## src/source/div_pkg.sv

```systemverilog
//////////////////////////////
// Shared widths, operation encoding and queued-operation types
// for the divider, referenced by scoped names
//////////////////////////////

package div_pkg;

    // Default widths; the top level passes its own values down
    localparam int DATA_WIDTH     = 32;
    localparam int REG_ADDR_WIDTH = 5;
    localparam int ID_WIDTH       = 3;
    localparam int CLZ_WIDTH      = $clog2(DATA_WIDTH);

    // Bit 1 selects remainder, bit 0 selects unsigned
    typedef enum logic [1:0] {
        OP_DIV  = 2'b00,
        OP_DIVU = 2'b01,
        OP_REM  = 2'b10,
        OP_REMU = 2'b11
    } div_op_t;

    // Attributes that follow an operation to writeback
    typedef struct packed {
        logic                remainder_op;
        logic                negate_result;
        logic                divisor_is_zero;
        logic                reuse_result;
        logic [ID_WIDTH-1:0] id;
    } div_attr_t;

    // One entry of the input slot
    typedef struct packed {
        logic [DATA_WIDTH-1:0] unsigned_dividend;
        logic [DATA_WIDTH-1:0] unsigned_divisor;
        logic [CLZ_WIDTH-1:0]  dividend_clz;
        logic [CLZ_WIDTH-1:0]  divisor_clz;
        div_attr_t             attr;
    } div_queued_t;

    // Two's complement negate when asked, pass-through otherwise
    function automatic logic [DATA_WIDTH-1:0] negate_if(input logic [DATA_WIDTH-1:0] value,
                                                        input logic negate);
        return ({DATA_WIDTH{negate}} ^ value) + DATA_WIDTH'(negate);
    endfunction

endpackage

```

## src/source/div_interfaces.sv

```systemverilog
//////////////////////////////
// Issue and writeback handshakes between the core and the divider
//////////////////////////////
`timescale 1ns/1ps

// Operands and tag from the core; ready back from the unit
interface div_issue_if #(
    parameter int DATA_WIDTH = div_pkg::DATA_WIDTH,
    parameter int ID_WIDTH   = div_pkg::ID_WIDTH
);
    logic                              new_request;
    logic                              ready;
    logic [div_pkg::REG_ADDR_WIDTH-1:0] rs1_addr;
    logic [div_pkg::REG_ADDR_WIDTH-1:0] rs2_addr;
    logic [div_pkg::REG_ADDR_WIDTH-1:0] rd_addr;
    logic [DATA_WIDTH-1:0]             rs1_data;
    logic [DATA_WIDTH-1:0]             rs2_data;
    div_pkg::div_op_t                  op;
    logic [ID_WIDTH-1:0]               id;

    modport unit (
        input  new_request, rs1_addr, rs2_addr, rd_addr, rs1_data, rs2_data, op, id,
        output ready
    );

    modport core (
        output new_request, rs1_addr, rs2_addr, rd_addr, rs1_data, rs2_data, op, id,
        input  ready
    );
endinterface

// Result and tag held by the unit until the core acknowledges
interface div_wb_if #(
    parameter int DATA_WIDTH = div_pkg::DATA_WIDTH,
    parameter int ID_WIDTH   = div_pkg::ID_WIDTH
);
    logic                  done;
    logic                  ack;
    logic [DATA_WIDTH-1:0] result;
    logic [ID_WIDTH-1:0]   id;

    modport unit (
        output done, result, id,
        input  ack
    );

    modport core (
        input  done, result, id,
        output ack
    );
endinterface

```

## src/source/div_operand_prep.sv

```systemverilog
//////////////////////////////
// Combinational operand preparation: magnitudes, leading zeros and signs
//////////////////////////////
`timescale 1ns/1ps

module div_operand_prep #(
    parameter int DATA_WIDTH = div_pkg::DATA_WIDTH
) (
    div_issue_if.unit            issue,
    output div_pkg::div_queued_t queued
);

    localparam int CLZ_WIDTH = $clog2(DATA_WIDTH);

    logic                  signed_op;
    logic                  dividend_neg;
    logic                  divisor_neg;
    logic                  divisor_is_zero;
    logic [DATA_WIDTH-1:0] dividend_mag;
    logic [DATA_WIDTH-1:0] divisor_mag;
    logic [CLZ_WIDTH-1:0]  dividend_clz;
    logic [CLZ_WIDTH-1:0]  divisor_clz;

    // Highest set bit wins; a zero value saturates at all ones
    function automatic logic [CLZ_WIDTH-1:0] count_lz(input logic [DATA_WIDTH-1:0] value);
        logic [CLZ_WIDTH-1:0] count;
        count = '1;
        for (int i = 0; i < DATA_WIDTH; i++) begin
            if (value[i]) begin
                count = CLZ_WIDTH'(DATA_WIDTH - 1 - i);
            end
        end
        return count;
    endfunction

    //////////////////////////////
    // Signs
    //////////////////////////////
    assign signed_op    = ~issue.op[0];
    assign dividend_neg = signed_op & issue.rs1_data[DATA_WIDTH-1];
    assign divisor_neg  = signed_op & issue.rs2_data[DATA_WIDTH-1];

    //////////////////////////////
    // Magnitudes and counts
    //////////////////////////////
    assign dividend_mag    = div_pkg::negate_if(issue.rs1_data, dividend_neg);
    assign divisor_mag     = div_pkg::negate_if(issue.rs2_data, divisor_neg);
    assign dividend_clz    = count_lz(dividend_mag);
    assign divisor_clz     = count_lz(divisor_mag);
    assign divisor_is_zero = ~|issue.rs2_data;

    always_comb begin
        queued.unsigned_dividend = dividend_mag;
        queued.unsigned_divisor  = divisor_mag;
        // Zero divisor runs the full width so the quotient fills with ones
        queued.dividend_clz      = divisor_is_zero ? '0 : dividend_clz;
        queued.divisor_clz       = divisor_clz;

        queued.attr.remainder_op    = issue.op[1];
        queued.attr.divisor_is_zero = divisor_is_zero;
        // Remainder takes the dividend sign, quotient the sign difference
        if (issue.op[1]) begin
            queued.attr.negate_result = dividend_neg;
        end else begin
            queued.attr.negate_result = (dividend_neg ^ divisor_neg) & ~divisor_is_zero;
        end
        // Reuse is decided by the control block when the slot loads
        queued.attr.reuse_result = 1'b0;
        queued.attr.id           = issue.id;
    end

endmodule

```

## src/source/div_control.sv

```systemverilog
//////////////////////////////
// Input slot, in-progress FSM, result reuse and writeback done/ack
//////////////////////////////
`timescale 1ns/1ps

module div_control (
    input  logic                                clk,
    input  logic                                rst,
    div_issue_if.unit                           issue,
    div_wb_if.unit                              wb,
    input  div_pkg::div_queued_t                prepared,
    input  logic                                rd_issued,
    input  logic [div_pkg::REG_ADDR_WIDTH-1:0]  rd_issued_addr,
    input  logic                                flush,
    output logic                                start,
    output div_pkg::div_queued_t                current,
    input  logic                                core_done,
    output div_pkg::div_attr_t                  result_attr
);

    typedef enum logic [1:0] {
        ST_IDLE,
        ST_QUEUED,
        ST_DIVIDING,
        ST_HOLDING
    } state_t;

    state_t                             state;
    state_t                             state_next;
    logic                               slot_valid;
    logic                               in_progress;
    logic                               pop;
    logic                               reuse_valid;
    logic                               reuse_hit;
    logic                               own_source;
    logic                               source_rewritten;
    logic                               prev_unsigned;
    logic [div_pkg::REG_ADDR_WIDTH-1:0] prev_rs1;
    logic [div_pkg::REG_ADDR_WIDTH-1:0] prev_rs2;

    //////////////////////////////
    // Result reuse tracking
    //////////////////////////////
    always_ff @(posedge clk) begin
        if (issue.new_request) begin
            prev_rs1      <= issue.rs1_addr;
            prev_rs2      <= issue.rs2_addr;
            prev_unsigned <= issue.op[0]; 
        end
    end

    // Same sources and signedness as the last divide
    assign reuse_hit = reuse_valid && (prev_rs1 == issue.rs1_addr)
                       && (prev_rs2 == issue.rs2_addr) && (prev_unsigned == issue.op[0]);
    assign own_source = (issue.rd_addr == issue.rs1_addr) || (issue.rd_addr == issue.rs2_addr);
    assign source_rewritten = rd_issued
                              && ((rd_issued_addr == prev_rs1) || (rd_issued_addr == prev_rs2));

    // A new divide decides the flag ahead of any clear
    // Overwriting its own source leaves nothing to reuse
    always_ff @(posedge clk) begin
        if (rst) begin
            reuse_valid <= 1'b0;
        end else if (issue.new_request) begin
            reuse_valid <= !own_source;
        end else if (flush || source_rewritten) begin
            reuse_valid <= 1'b0;
        end
    end

    //////////////////////////////
    // Input slot
    //////////////////////////////
    assign in_progress = (state == ST_DIVIDING) || (state == ST_HOLDING);
    assign pop         = slot_valid && (!in_progress || wb.ack);
    assign issue.ready = !slot_valid || !in_progress;
    assign start       = pop && !current.attr.reuse_result;

    always_ff @(posedge clk) begin
        if (issue.new_request) begin
            current                   <= prepared;
            current.attr.reuse_result <= reuse_hit;
        end
        if (pop) begin
            result_attr <= current.attr;
        end
    end

    always_ff @(posedge clk) begin
        if (rst) begin
            slot_valid <= 1'b0;
        end else begin
            slot_valid <= issue.new_request || (slot_valid && !pop);
        end
    end

    //////////////////////////////
    // FSM
    //////////////////////////////
    always_comb begin
        state_next = state;
        if (pop) begin
            // Reuse and zero-iteration ops complete without dividing
            if (current.attr.reuse_result || core_done) begin
                state_next = ST_HOLDING;
            end else begin
                state_next = ST_DIVIDING;
            end
        end else begin
            case (state)
                ST_IDLE:     if (issue.new_request) state_next = ST_QUEUED;
                ST_DIVIDING: if (core_done) state_next = ST_HOLDING;
                ST_HOLDING:  if (wb.ack) state_next = issue.new_request ? ST_QUEUED : ST_IDLE;
                default:     state_next = state;
            endcase
        end
    end

    always_ff @(posedge clk) begin
        if (rst) begin
            state <= ST_IDLE;
        end else begin
            state <= state_next;
        end
    end

    // Done holds until ack, and rises again if the next result lands then
    always_ff @(posedge clk) begin
        if (rst) begin
            wb.done <= 1'b0;
        end else begin
            wb.done <= (wb.done && !wb.ack) || core_done || (pop && current.attr.reuse_result);
        end
    end

    assign wb.id = result_attr.id;

    //////////////////////////////
    // Assertions
    //////////////////////////////
    a_request_needs_ready: assert property (@(posedge clk) disable iff (rst)
        issue.new_request |-> issue.ready);

    // The datapath result must not move while it waits for ack
    a_done_held: assert property (@(posedge clk) disable iff (rst)
        wb.done && !wb.ack |=> wb.done && $stable(wb.id) && $stable(wb.result));

endmodule

```

## src/source/div_iter_counter.sv

```systemverilog
//////////////////////////////
// Iteration counter; last marks the final shift-subtract step
//////////////////////////////
`timescale 1ns/1ps

module div_iter_counter #(
    parameter int DATA_WIDTH = div_pkg::DATA_WIDTH
) (
    input  logic                          clk,
    input  logic                          rst,
    input  logic                          start,
    input  logic [$clog2(DATA_WIDTH)-1:0] dividend_clz,
    input  logic [$clog2(DATA_WIDTH)-1:0] divisor_clz,
    output logic                          last,
    output logic                          busy
);

    logic [$clog2(DATA_WIDTH)-1:0] count;
    logic                          has_steps;

    // Divisor larger than dividend means no quotient bits at all
    assign has_steps = divisor_clz >= dividend_clz;
    assign last      = (busy && (count == '0)) || (start && !has_steps);

    always_ff @(posedge clk) begin
        if (rst) begin
            busy <= 1'b0;
        end else if (start) begin
            busy <= has_steps;
        end else if (last) begin
            busy <= 1'b0;
        end
    end

    // Remaining steps after the current one
    always_ff @(posedge clk) begin
        if (start) begin
            count <= divisor_clz - dividend_clz;
        end else if (busy && !last) begin
            count <= count - 1'b1;
        end
    end

    // A wrap would show as the count jumping up mid-division
    a_no_wrap: assert property (@(posedge clk) disable iff (rst)
        busy && !start |=> !busy || (count < $past(count)));

endmodule

```

## src/source/div_datapath.sv

```systemverilog
//////////////////////////////
// Shift-subtract core with kept quotient/remainder and sign fix-up
//////////////////////////////
`timescale 1ns/1ps

module div_datapath #(
    parameter int DATA_WIDTH = div_pkg::DATA_WIDTH
) (
    input  logic                  clk,
    input  logic                  rst,
    input  logic                  start,
    input  div_pkg::div_queued_t  operands,
    input  logic                  busy,
    input  logic                  last,
    input  div_pkg::div_attr_t    attr,
    output logic [DATA_WIDTH-1:0] result
);

    localparam int CLZ_WIDTH = $clog2(DATA_WIDTH);

    logic [DATA_WIDTH-1:0] rem_work;
    logic [DATA_WIDTH-1:0] quo_work;
    logic [DATA_WIDTH-1:0] div_work;
    logic [DATA_WIDTH-1:0] rem_next;
    logic [DATA_WIDTH-1:0] quo_next;
    logic [DATA_WIDTH:0]   diff;
    logic [CLZ_WIDTH-1:0]  shift;
    logic [DATA_WIDTH-1:0] quotient;
    logic [DATA_WIDTH-1:0] remainder;
    logic [DATA_WIDTH-1:0] selected;

    //////////////////////////////
    // One compare-subtract per busy cycle
    //////////////////////////////
    assign shift    = operands.divisor_clz - operands.dividend_clz;
    assign diff     = {1'b0, rem_work} - {1'b0, div_work};
    assign rem_next = diff[DATA_WIDTH] ? rem_work : diff[DATA_WIDTH-1:0];
    assign quo_next = {quo_work[DATA_WIDTH-2:0], ~diff[DATA_WIDTH]};

    always_ff @(posedge clk) begin
        if (start) begin
            // Line the divisor MSB up with the dividend MSB
            rem_work <= operands.unsigned_dividend;
            div_work <= operands.unsigned_divisor << shift;
            quo_work <= '0;
        end else if (busy) begin
            rem_work <= rem_next;
            quo_work <= quo_next;
            div_work <= div_work >> 1;
        end
    end

    // Final pair stays put so a following reuse picks the other half
    always_ff @(posedge clk) begin
        if (last) begin
            if (busy) begin
                quotient  <= quo_next;
                remainder <= rem_next;
            end else begin
                quotient  <= '0;
                remainder <= operands.unsigned_dividend;
            end
        end
    end

    //////////////////////////////
    // Result selection
    //////////////////////////////
    always_comb begin
        if (attr.remainder_op) begin
            selected = remainder;
        end else if (attr.divisor_is_zero) begin
            selected = '1;
        end else begin
            selected = quotient;
        end
        result = div_pkg::negate_if(selected, attr.negate_result);
    end

    // Control must not start while the counter still runs
    a_start_when_free: assert property (@(posedge clk) disable iff (rst)
        start |-> !busy);

endmodule

```

## src/source/div_unit_top.sv

```systemverilog
//////////////////////////////
// Divider top level; flat issue_/wb_ ports onto internal interfaces
//////////////////////////////
`timescale 1ns/1ps

module div_unit_top #(
    parameter int DATA_WIDTH = div_pkg::DATA_WIDTH,
    parameter int ID_WIDTH   = div_pkg::ID_WIDTH
) (
    input  logic                               clk,
    input  logic                               rst,
    input  logic                               issue_new_request,
    output logic                               issue_ready,
    input  div_pkg::div_op_t                   issue_op,
    input  logic [ID_WIDTH-1:0]                issue_id,
    input  logic [div_pkg::REG_ADDR_WIDTH-1:0] issue_rs1_addr,
    input  logic [div_pkg::REG_ADDR_WIDTH-1:0] issue_rs2_addr,
    input  logic [div_pkg::REG_ADDR_WIDTH-1:0] issue_rd_addr,
    input  logic [DATA_WIDTH-1:0]              issue_rs1_data,
    input  logic [DATA_WIDTH-1:0]              issue_rs2_data,
    input  logic                               rd_issued,
    input  logic [div_pkg::REG_ADDR_WIDTH-1:0] rd_issued_addr,
    input  logic                               flush,
    output logic                               wb_done,
    input  logic                               wb_ack,
    output logic [DATA_WIDTH-1:0]              wb_result,
    output logic [ID_WIDTH-1:0]                wb_id
);

    div_pkg::div_queued_t prepared;
    div_pkg::div_queued_t current;
    div_pkg::div_attr_t   result_attr;
    logic                 start;
    logic                 last;
    logic                 busy;

    div_issue_if #(.DATA_WIDTH(DATA_WIDTH), .ID_WIDTH(ID_WIDTH)) issue_if ();
    div_wb_if    #(.DATA_WIDTH(DATA_WIDTH), .ID_WIDTH(ID_WIDTH)) wb_if ();

    // Flat ports onto the interfaces
    assign issue_if.new_request = issue_new_request;
    assign issue_if.op          = issue_op;
    assign issue_if.id          = issue_id;
    assign issue_if.rs1_addr    = issue_rs1_addr;
    assign issue_if.rs2_addr    = issue_rs2_addr;
    assign issue_if.rd_addr     = issue_rd_addr;
    assign issue_if.rs1_data    = issue_rs1_data;
    assign issue_if.rs2_data    = issue_rs2_data;
    assign issue_ready          = issue_if.ready;
    assign wb_if.ack            = wb_ack;
    assign wb_done              = wb_if.done;
    assign wb_result            = wb_if.result;
    assign wb_id                = wb_if.id;

    div_operand_prep #(.DATA_WIDTH(DATA_WIDTH)) i_div_operand_prep (
        .issue  (issue_if.unit),
        .queued (prepared)
    );

    div_control i_div_control (
        .clk            (clk),
        .rst            (rst),
        .issue          (issue_if.unit),
        .wb             (wb_if.unit),
        .prepared       (prepared),
        .rd_issued      (rd_issued),
        .rd_issued_addr (rd_issued_addr),
        .flush          (flush),
        .start          (start),
        .current        (current),
        .core_done      (last),
        .result_attr    (result_attr)
    );

    div_iter_counter #(.DATA_WIDTH(DATA_WIDTH)) i_div_iter_counter (
        .clk          (clk),
        .rst          (rst),
        .start        (start),
        .dividend_clz (current.dividend_clz),
        .divisor_clz  (current.divisor_clz),
        .last         (last),
        .busy         (busy)
    );

    div_datapath #(.DATA_WIDTH(DATA_WIDTH)) i_div_datapath (
        .clk      (clk),
        .rst      (rst),
        .start    (start),
        .operands (current),
        .busy     (busy),
        .last     (last),
        .attr     (result_attr),
        .result   (wb_if.result)
    );

endmodule

```

## config.mk

```make
export PLATFORM = sky130hd
export DESIGN_NAME = div_unit_top
export DESIGN_NICKNAME = d
export VERILOG_FILES = /design/src/source/div_pkg.sv /design/src/source/div_interfaces.sv /design/src/source/div_operand_prep.sv /design/src/source/div_control.sv /design/src/source/div_iter_counter.sv /design/src/source/div_datapath.sv /design/src/source/div_unit_top.sv
export SDC_FILE = /design/constraint.sdc
export NUM_CORES = 1
export LEC_CHECK = 0
export CAP_MARGIN = 30
export CORE_ASPECT_RATIO = 0.7
export CORE_MARGIN = 1
export CORE_UTILIZATION = 30
export CTS_CLUSTER_SIZE = 25
export DETAILED_ROUTE_END_ITERATION = 10
export DONT_BUFFER_PORTS = 1
export MAX_ROUTING_LAYER = met4
export PLACE_DENSITY_LB_ADDON = 0.08
export SETUP_SLACK_MARGIN = 0.05
export SLEW_MARGIN = 20
export SYNTH_ARGS = -nofsm -noshare
export SYNTH_HDL_FRONTEND = slang
export SYNTH_SLANG_ARGS = --single-unit
```

## constraint.sdc

```tcl
create_clock -name clk -period 5.75 [get_ports clk]
set_clock_uncertainty 0.05 [all_clocks]
set_input_delay 1.15 -clock clk [delete_from_list [all_inputs] [get_ports clk]]
set_output_delay 1.15 -clock clk [all_outputs]
set_load 0.005 [all_outputs]
```

Word level (Yosys, flattened, before mapping)
Cells that the tools add are included.
{ "word_totals": {"ff_bits": 268, "in_bits": 95} }
{ "op_classes": {"n_addsub": 6, "order_cmp": 1, "n_eq_ne": 12, "shifts": 1, "mux": 82, "bitwise": 10, "reduce_logical": 50} }
{ "op_table": {"columns": ["operator", "count"], "rows": [
  ["32-bit 2-to-1 mux", 8],
  ["32-bit by 1-bit adder with 32-bit output", 3],
  ["4-bit 2-to-1 mux", 24],
  ["32-bit bitwise XOR", 3],
  ["5-bit 2-to-1 mux", 16],
  ["3-bit 2-to-1 mux", 12],
  ["32-bit by 32-bit subtractor with 33-bit output", 1],
  ["32-bit OR reduction", 1],
  ["32-bit by 5-bit left shift with 32-bit output", 1],
  ["5-bit == test", 6],
  ["2-bit 2-to-1 mux", 10],
  ["17-bit OR reduction", 1],
  ["16-bit OR reduction", 1],
  ["1-bit logical AND", 12],
  ["1-bit logical OR", 11],
  ["1-bit 2-to-1 mux", 11],
  ["1-bit zero test", 9],
  ["9-bit OR reduction", 1],
  ["2-bit nonzero test", 4],
  ["8-bit OR reduction", 1],
  ["3-bit by 2-bit != test with 1-bit output, second input constant", 2],
  ["2-bit case mux with 3 select lines", 1],
  ["5-bit greater-or-equal comparator", 1],
  ["5-bit zero test", 1],
  ["15 further kinds", 21]
]} }

Longest topological paths before layout
Gate-level depths: netlist of run 1.
{ "logic_depth": {"depth_word": 34, "ltp_mapped": 19} }

Least setup slack after synthesis of run 1
No wires, ideal clock.
{ "synth_path": {"kind": "input to register", "from": "input issue_op[0]", "to": "register i_div_control.current[9] (netlist name)", "setup_ps": 255, "arrival_ps": 4841, "t_required_ps": 5445, "path_slack_ps": 604, "cell_stages": 18, "path_buffers": 5, "path_cell_list": "buf_2 nand2b_1 clkbuf_1 buf_2 buf_1 xnor2_1 ha_1 clkbuf_1 and4_1 nand4_1 a211o_1 a221oi_1 xor2_1 or2_2 nor2_1 a21boi_0 o21ai_0 and3_1"} }
{ "synth_rtl": {"columns": ["item", "line", "source"], "rows": [
  ["start, declared", "div_unit_top.sv:14", "input div_pkg::div_op_t issue_op,"]
]} }

Final worst setup path of run 1
{ "layout_path": {"from": "register i_div_control.result_attr[6] (netlist name)", "to": "output wb_result[31]"} }
{ "layout_between": {"elab_chain_len": 3} }
{ "layout_rtl": {"columns": ["item", "line", "source"], "rows": [
  ["32-bit 2-to-1 mux", "div_datapath.sv:70", "if (attr.remainder_op) begin"],
  ["32-bit bitwise XOR", "div_pkg.sv:43", "return ({DATA_WIDTH{negate}} ^ value) + DATA_WIDTH'(negate);"],
  ["32-bit by 1-bit adder with 32-bit output", "div_pkg.sv:43", null],
  ["end, declared", "div_unit_top.sv:26", "output logic [DATA_WIDTH-1:0] wb_result,"]
]} }
No other way between the ends.

==> results of run 1 <==
cell usage in the layout, fill, tap and decap left out, types with 7 or more instances in the layout:
master	count
xnor2_1	146
o21a_1	11
ha_1	46
and2_1	47
nor2b_1	14
clkbuf_8	7
nand2b_1	15
buf_4	25
clkbuf_1	7
inv_1	89
o211ai_1	10
nand2_1	130
a31oi_1	22
o21ai_0	91
edfxtp_1	231
a311oi_1	7
mux4_2	10
nand3_1	47
a21oi_1	167
xor2_1	52
o311ai_0	7
nand4_1	26
or3_1	11
o22ai_1	40
nor4_1	11
clkbuf_16	32
nor3_1	37
a211o_1	7
and3_1	22
mux2i_1	79
a21o_1	14
dfxtp_1	36
mux2_2	22
a211oi_1	34
o31ai_1	16
nor2_1	188
and4_1	8
flip-flops by register name, indices dropped and copies added, names as in the netlist:
register / flops
i_div_control.slot_valid: 1
i_div_control.wb.done: 1
i_div_control.state: 2
i_div_control.wb.id: 3
i_div_datapath.remainder: 32
i_div_datapath.div_work: 32
i_div_iter_counter.busy: 1
i_div_control.reuse_valid: 1
i_div_control.current: 81
i_div_iter_counter.count: 5
i_div_datapath.quotient: 32
i_div_datapath.quo_work: 31
i_div_datapath.rem_work: 32
i_div_control.prev_rs2: 5
i_div_control.prev_rs1: 5
i_div_control.result_attr: 3
i_div_control.prev_unsigned: 1
area by class of cell:
type                    instances  area [µm²]  area share
multi-input cells            1468        9940       0.490
flip-flops and latches        268        7680       0.378
inverters                      93         353      0.0174
repair inverters                1        5.00    0.000247
clock buffers                  46         923      0.0455
well taps                     808        1010      0.0498
repair buffers                 27         228      0.0112
clock inverters                12         155     0.00764
diodes                          1        2.50    0.000123
Yosys cell counts, types with 5 or more instances:
library cell and instances:
a211o_1 7, a211oi_1 34, a21boi_0 6, a21o_1 14
a21oi_1 167, a22oi_1 6, a311oi_1 7, a31oi_1 22
a41oi_1 6, and2_1 47, and3_1 22, and4_1 8
buf_1 20, buf_2 25, clkbuf_1 71, dfxtp_1 37
edfxtp_1 231, ha_1 47, inv_1 91, mux2_2 22
mux2i_1 79, mux4_2 10, nand2_1 131, nand2b_1 16
nand3_1 47, nand4_1 26, nor2_1 189, nor2b_1 16
nor3_1 37, nor4_1 11, o211ai_1 10, o21a_1 11
o21ai_0 91, o22ai_1 40, o311ai_0 7, o31ai_1 16
or2_2 5, or3_1 11, xnor2_1 147, xor2_1 54
logic make-up (layout without fill, tap and decap cells):
group	Yosys count	in the layout	share of synthesized area
xor+xnor	201	201	0.0956
fa+ha+maj	51	51	0.0352
flops	268	268	0.417
simple gates	604	604	0.164
other cells	0	1	0
compound gates	501	501	0.173
mux	111	111	0.0686
buf+inv	213	179	0.0458
final timing paths:
kind / depth (start not counted) / endpoint / startpoint / slack, ps
setup / recovery: 11 / wb_result[31] / i_div_control.result_attr[6] / 400
hold reg to reg: 0 / i_div_control.wb.id[1] / i_div_control.current[1] / 370
hold / removal: 0 / i_div_control.wb.id[1] / i_div_control.current[1] / 370
setup reg to reg: 13 / i_div_datapath.remainder[11] / i_div_datapath.div_work[0] / 1410
critical path, stage by stage (launching register included):
cell,delay (ps)
edfxtp_1,400
buf_4,210
clkinvlp_2,450
o221ai_1,250
a222oi_1,520
nand4_1,220
nor3_1,320
nand3_1,240
nor3b_4,380
nand2_1,140
nor3_1,250
xnor2_1,170
power groups by stage:
| stage | Combinational [µW] | Sequential, µW | Clock, µW |
|---|---|---|---|
| after global placement | 2070 | 2520 | 0 |
| after CTS | 2080 | 2480 | 2170 |
| final | 2090 | 2470 | 2100 |
| after floorplan | 1570 | 2440 | 0 |
| after detailed placement | 2070 | 2520 | 0 |
| after global routing | 2310 | 2490 | 2250 |
per-stage QoR:
step	instance area [µm²]	cells	util	total power, µW	hold slack, ps
CTS	20300	2722	0.336	6730	371
floorplan	18400	1949	-	4010	350
finish	20300	2724	0.337	6670	369
detailed placement	19200	2662	0.318	4580	368
global placement	19200	2661	0.318	4590	351
global route	20300	2723	0.337	7050	384
metal layers:
| metal | up-vias | share of wire |
|---|---|---|
| met5 | - | 0 |
| met4 | 0 | 0.013 |
| met3 | 45 | 0.055 |
| met2 | 276 | 0.39 |
| met1 | 6832 | 0.54 |
| li1 | 7056 | - |
timing repair:
item,in CTS,in global routing
setup buffers,1,0
cloned,1,0
gates resized for setup,3,1
endpoints found under the setup margin,6,1
==> flow_summary.yaml, run 1 <==
run_status:
  status: "complete, no violations"
logic_synthesis:
  synth_top_area_frac: 0.377
  syn_area_mm2: 0.0184
  yosys.area.top_type: "edfxtp_1"
  synth.avg_cell_area_um2: 9.45
  ys_seq_area_frac: 0.417
  synth_nets: 2093
  ys_ff_latch: 268
  ys.warnings.count: 0
  synth_ff_type: "edfxtp_1"
  synth_area_leaders: "edfxtp_1 (38%), xnor2_1 (7.0%), a21oi_1 (4.5%)"
  postSynthCellCount: 1949
  synth_edf_count: 231
  yosysUniqueCellTypes: 97
  async_flop_share: 0
power_and_ir_drop:
  p_leak_uw: 0.00729
  p_int_uw: 4410
  swShare: 0.339
  switching_power_uw: 2260
  p_clk_frac: 0.315
  pwr-share-seq: 0.371
  irDropWorstVdd_v: 0.000234
  cellPowerDensity_mw_per_mm2: 329
  p_comb_frac: 0.314
critical_path:
  worstPathRequired_ps: 4550
  cp-end-kind: "primary output"
  critPathKind: "register to primary output"
  worstPathArrival_ps: 4150
  critPathMaxFanout: 15
  critPathLaunchType: "register"
global_routing:
  grt.met2_usage: 0.240
  grt_use_met1: 0.278
  grt_pass1_vias: 13900
  antenna_found_initial: 0
  grt_pass1_wl_um: 85300
  grt_max_degree: 98
  grt.overflow.total: 0
  use_met3: 0.0372
  globalRouteTotalUtil: 0.180
  grt-busiest-layer: "met1"
drt:
  routed_wl_um: 55400
  ant_nets: 0
  wl_per_cell_um: 20.3
  viasPerCell: 5.22
  dr.pass1.iters: 7
  drc: 0
  drtIter0Drc: 1059
  vias: 14200
timing:
  fmax_mhz: 187
  fin_setup_tns_ps: 0
  final-setup-viol-count: 0
  slew_violations: 0
  relSlewSlack: 0.342
  fin_crit_ps: 5350
  final.period_utilization: 0.931
  rsz0062_at_grt: "false"
  worst_slack_ps: 397
  finalHoldViolCount: 0
  worstMarginPinSlew_ps: 982
clock_tree:
  cts_buffer_depth: 3
  cts_hold_buf: 0
  htree_levels: 1
  cts_tree: "done"
  cts.sinks: 268
  clk_latency_ps: 600
  cts_made_buffers: 31
  cts_root_buffer: "clkbuf_16"
  cts.clk_slew.worst_paths_ps: 60
layout:
  area_growth_pct: 10.2
  nFillCells: 6232
  fin_nets: 2034
  layout-drive-gt1-share: 0.0804
placed_design:
  place.gp.congestion: 0.868
  dp_hpwl_um: 41800
  place_ws_ps: 513
  io_buffers: 0
floorplanning:
  pin_count: 132
  dieWidth_um: 298
  die_h_um: 209
  rows: 75
  die-area_mm2: 0.0624
  initial_core_util: 0.306
  core-area_mm2: 0.0602
run:
  maxCapViolCount: 0
hold_path:
  hp-class: "register to register"
(Power assumes the default switching activity.)
==> run 2: changes to the inputs <==
--- a/config.mk
+++ b/config.mk
@@ -13,7 +13,6 @@
 export DETAILED_ROUTE_END_ITERATION = 10
 export DONT_BUFFER_PORTS = 1
 export MAX_ROUTING_LAYER = met4
-export PLACE_DENSITY_LB_ADDON = 0.08
 export SETUP_SLACK_MARGIN = 0.05
 export SLEW_MARGIN = 20
 export SYNTH_ARGS = -nofsm -noshare
==> constraint.sdc (replaced) <==
create_clock -name clk -period 6.9 [get_ports clk]
set_clock_uncertainty 0.05 [all_clocks]
set_input_delay 1.38 -clock clk [delete_from_list [all_inputs] [get_ports clk]]
set_output_delay 1.38 -clock clk [all_outputs]
set_load 0.005 [all_outputs]
==> flow_summary.yaml, run 2 (synthesis results as in run 1) <==
run_status:
  status: "complete, no violations"
global_routing:
  globalRouteTotalUtil: 0.165
  grt_pass1_vias: 13900
  grt_pass1_wl_um: 79200
  antenna_found_initial: 0
  grt_max_degree: 98
  grt.overflow.total: 0
placed_design:
  dp_hpwl_um: 38300
  place_ws_ps: 1330
  place.gp.congestion: 0.940
  placed_area_mm2: 0.0191
  io_buffers: 0
layout:
  layout_common_cells: "edfxtp_1 (231), nor2_1 (188), a21oi_1 (167)"
  area_growth_pct: 10.4
  fin_nets: 2030
  largest_register: "i_div_control.current"
  largest_reg_flops: 81
  layout_commonest_cell: "edfxtp_1"
  layout-drive-gt1-share: 0.0785
  finalInstanceArea_mm2: 0.0203
  diodes: 0
timing:
  rsz0062_at_grt: "false"
  fin_setup_tns_ps: 0
  slew_violations: 0
  fmax_mhz: 174
  finalHoldViolCount: 0
  worst_slack_ps: 1140
  final-setup-viol-count: 0
  final.period_utilization: 0.835
  relSlewSlack: 0.400
  worstMarginPinSlew_ps: 897
  fin_crit_ps: 5760
drt:
  wl_per_cell_um: 18.8
  vias: 14600
  drc: 0
  routed_wl_um: 51100
  ant_nets: 0
  viasPerCell: 5.37
  drtIter0Drc: 1350
  dr.pass1.iters: 5
floorplanning:
  initial_core_util: 0.306
  rows: 75
  die_h_um: 209
  pin_count: 132
  dieWidth_um: 298
  die-area_mm2: 0.0624
  core-area_mm2: 0.0602
clock_tree:
  cts_setup_buffers: 0
  cts_made_buffers: 34
  postCtsResizedCells: 0
  htree_levels: 2
  cts_buffer_depth: 3
  cts_tree: "done"
  clk_latency_ps: 560
  cts_hold_buf: 0
  cts.clk_slew.worst_paths_ps: 60
  cts.sinks: 268
  cts_root_buffer: "clkbuf_16"
critical_path:
  worstPathArrival_ps: 4330
  worstPathRequired_ps: 5470
  critPathMaxFanout: 31
  critPathLaunchType: "register"
  cp-end-kind: "primary output"
  worst_path_max_delay_cell: "a222oi_1"
  critPathKind: "register to primary output"
  cp_cell_sequence: "or2_2 > o221ai_1 > a222oi_1 > nand4_1 > nor3_1 > and4b_1 > nor2b_1 > nand2_1 > nor2_1 > xnor2_1"
  critical_path.max_stage_delay_ps: 610
run:
  maxCapViolCount: 0
hold_path:
  hp-class: "register to register"
power_and_ir_drop:
  p_leak_uw: 0.00729
  power_uw: 5610
  irDropWorstVdd_v: 0.000147
  cellPowerDensity_mw_per_mm2: 276
[run 2: cell types whose count changed in the layout (fill, tap and decap cells not counted), sizes merged]
cell and change:
inv +2, diode -1, buf -6, clkinvlp +1
[run 2: worst paths after layout]
| check | slack (ps) | depth (start not counted) | startpoint | end |
|---|---|---|---|---|
| max | 1140 | 10 | i_div_control.result_attr[6] | wb_result[30] |
| min | 370 | 0 | i_div_control.current[2] | i_div_control.wb.id[2] |
| max reg2reg | 2300 | 11 | i_div_datapath.rem_work[13] | i_div_datapath.remainder[15] |
| min reg2reg | 370 | 0 | i_div_control.current[2] | i_div_control.wb.id[2] |
[run 2: final cells by class]
type                            instances  area (µm²)
Clock inverter                         16         188
Multi-Input combinational cell       1468        9930
Fill cell                            6122       39900
Timing Repair Buffer                   21         193
Clock buffer                           46         978
Sequential cell                       268        7680
Tap cell                              808        1010
Inverter                               93         349
[run 2: per-stage QoR]
step | cells | hold slack [ps] | util
finish | 2720 | 370 | 0.337
floorplan | 1949 | 350 | -
global placement | 2654 | 355 | 0.317
global route | 2720 | 385 | 0.337
CTS | 2718 | 372 | 0.337
detailed placement | 2656 | 362 | 0.317
[run 2: power breakdown]
| group | internal [µW] | switching (µW) |
|---|---|---|
| clock | 1120 | 733 |
| combinational | 670 | 1030 |
| sequential | 1960 | 92.9 |
[run 2: layer usage]
metal | up-vias | routed length, µm | part of all wire | global-route usage
li1 | 7029 | - | - | -
met1 | 7064 | 25400 | 0.50 | 0.241
met2 | 457 | 21200 | 0.41 | 0.233
met3 | 58 | 3630 | 0.071 | 0.0344
met4 | 0 | 871 | 0.017 | 0.0341
met5 | - | 0 | 0 | -
[run 2: worst max-delay path, delay by kind of cell (launching register included)]
family / cells / cell delay [ps]
AO/OA/AOI/OAI: 2 / 870
XOR/XNOR: 1 / 160
flip-flops: 1 / 490
AND/OR/NAND/NOR: 7 / 2260
==> run 3: changes to the inputs <==
==> constraint.sdc (replaced) <==
create_clock -name clk -period 4.7 [get_ports clk]
set_clock_uncertainty 0.05 [all_clocks]
set_input_delay 0.94 -clock clk [delete_from_list [all_inputs] [get_ports clk]]
set_output_delay 0.94 -clock clk [all_outputs]
set_load 0.005 [all_outputs]
==> flow_summary.yaml, run 3 (synthesis results as in run 1) <==
run_status:
  status: "complete, no violations"
timing:
  rsz0062_at_grt: "false"
  slew_violations: 0
  fin_setup_tns_ps: 0
  fmax_mhz: 223
  fin_crit_ps: 4490
  worstMarginPinSlew_ps: 908
  relSlewSlack: 0.391
  final-setup-viol-count: 0
  finalHoldViolCount: 0
  final.period_utilization: 0.956
drt:
  ant_nets: 0
  drtIter0Drc: 1532
  routed_wl_um: 52600
  wl_per_cell_um: 19.1
  dr.pass1.iters: 5
  vias: 14800
  viasPerCell: 5.37
  drc: 0
layout:
  layout-drive-gt1-share: 0.0972
  layout_commonest_cell: "edfxtp_1"
  fin_nets: 2065
  post-route-util: 0.341
  largest_register: "i_div_control.current"
  area_growth_pct: 11.8
  layout_common_cells: "edfxtp_1 (231), nor2_1 (188), a21oi_1 (167)"
  largest_reg_flops: 81
critical_path:
  cp_cell_sequence: "or2_4 > o22ai_2 > xnor2_2 > ha_2 > nand3_2 > or3_4 > and4b_2 > nor2b_4 > buf_6 > nand3_1 > xnor2_1 > buf_4"
  worst-path-buf-inv: 2
  worstPathArrival_ps: 3500
  reg2reg_depth: 13
  critical_path.max_stage_delay_ps: 440
  cp-end-kind: "primary output"
  worstReg2RegStart: "i_div_datapath.div_work[0]"
  worst_r2r_endpoint: "i_div_datapath.remainder[15]"
  r2r_setup_slack_ps: 790
  worst_path_max_delay_cell: "or3_4"
  worstPathRequired_ps: 3710
  critPathMaxFanout: 11
  cpLargestDelayFamily: "simple AND/OR/NAND/NOR gates"
  critPathKind: "register to primary output"
  critPathLaunchType: "register"
  cp.depth: 12
global_routing:
  grt_max_degree: 98
  grt_pass1_vias: 13900
  grt_pass1_wl_um: 81200
  antenna_found_initial: 1
  grt.overflow.total: 0
  globalRouteTotalUtil: 0.168
floorplanning:
  core-area_mm2: 0.0602
  pin_count: 132
  die_h_um: 209
  rows: 75
  dieWidth_um: 298
  initial_core_util: 0.306
  die-area_mm2: 0.0624
placed_design:
  io_buffers: 0
  place.gp.congestion: 0.937
  dp_hpwl_um: 39900
clock_tree:
  cts_buffer_depth: 3
  htree_levels: 1
  cts_tree: "done"
  cts.sinks: 268
  clk_latency_ps: 590
  cts_hold_buf: 0
  cts_made_buffers: 30
  cts.clk_slew.worst_paths_ps: 60
  cts_root_buffer: "clkbuf_16"
hold_path:
  hold_end: "i_div_control.reuse_valid"
  hp-class: "primary input to register"
  hold_path_depth: 1
  worstHoldStart: "rst"
power_and_ir_drop:
  irDropWorstVdd_v: 0.000214
  p_leak_uw: 0.00743
  cellPowerDensity_mw_per_mm2: 388
run:
  maxCapViolCount: 0
[run 3: cell count changes in the layout (fill, tap and decap cells not counted), moves of 5 or more]
| cell | change |
|---|---|
| buf_4 | +36 |
| buf_12 | +6 |
| clkbuf_16 | -6 |
| clkinv_1 | +5 |
[run 3: worst reg2reg max path, cell delays in order, from the launching register on]
cell and delay (ps):
edfxtp_1 370, ha_1 250, fa_1 410, nand2b_1 150, a21boi_0 270, o211ai_1 130
nand3_1 160, o21ai_1 180, o31ai_1 410, o2111ai_2 160, nand2_1 130, buf_12 230
mux2_2 420, mux2_2 330
[run 3: stage by stage]
stage	cell area, µm²	hold slack, ps	instances	power [µW]	worst slack [ps]
global route	20600	334	2753	8380	20.8
detailed placement	19300	370	2681	5590	266
CTS	20400	333	2743	7980	20.1
finish	20600	363	2754	7980	207
global placement	19300	351	2681	5570	442
floorplan	18400	350	1949	4910	78.4
[run 3: final cells by class]
| type | count | area [µm²] |
|---|---|---|
| diodes | 1 | 2.50 |
| clock buffers | 40 | 818 |
| clock inverters | 16 | 173 |
| well taps | 808 | 1010 |
| repair buffers | 60 | 529 |
| multi-input cells | 1468 | 10000 |
| fillers | 6174 | 39700 |
| flip-flops and latches | 268 | 7680 |
| inverters | 93 | 354 |
[run 3: routing by layer]
layer	wire length, µm	part of all wire	up-vias	global-route usage
met2	22000	0.42	500	0.234
met4	625	0.012	0	0.0232
met3	3940	0.075	51	0.0328
met5	0	0	-	-
li1	-	-	7119	-
met1	25900	0.49	7127	0.254
[run 3: what timing repair did]
item / CTS / global route
pin swaps: 2 / 8
buffers inserted: 6 / 10
gates resized for setup: 5 / 19
setup endpoints to repair: 11 / 11
[run 3: worst max path at each step]
| stage | to | from |
|---|---|---|
| floorplan | i_div_control.current[9] | issue_op[0] |
| global placement | wb_result[31] | i_div_control.result_attr[6] |
| detailed placement | wb_result[31] | i_div_control.result_attr[6] |
| CTS | wb_result[31] | i_div_control.result_attr[6] |
| global route | wb_result[24] | i_div_control.result_attr[4] |
| finish | wb_result[24] | i_div_control.result_attr[4] |
[run 3: power breakdown]
group | switching [µW] | leakage, µW | total (µW) | internal (µW)
Combinational | 1570 | 0.00446 | 2600 | 1030
Sequential | 142 | 0.00250 | 3010 | 2870
Clock | 973 | 0.000480 | 2360 | 1390
Total | 2680 | 0.00743 | 7980 | 5290
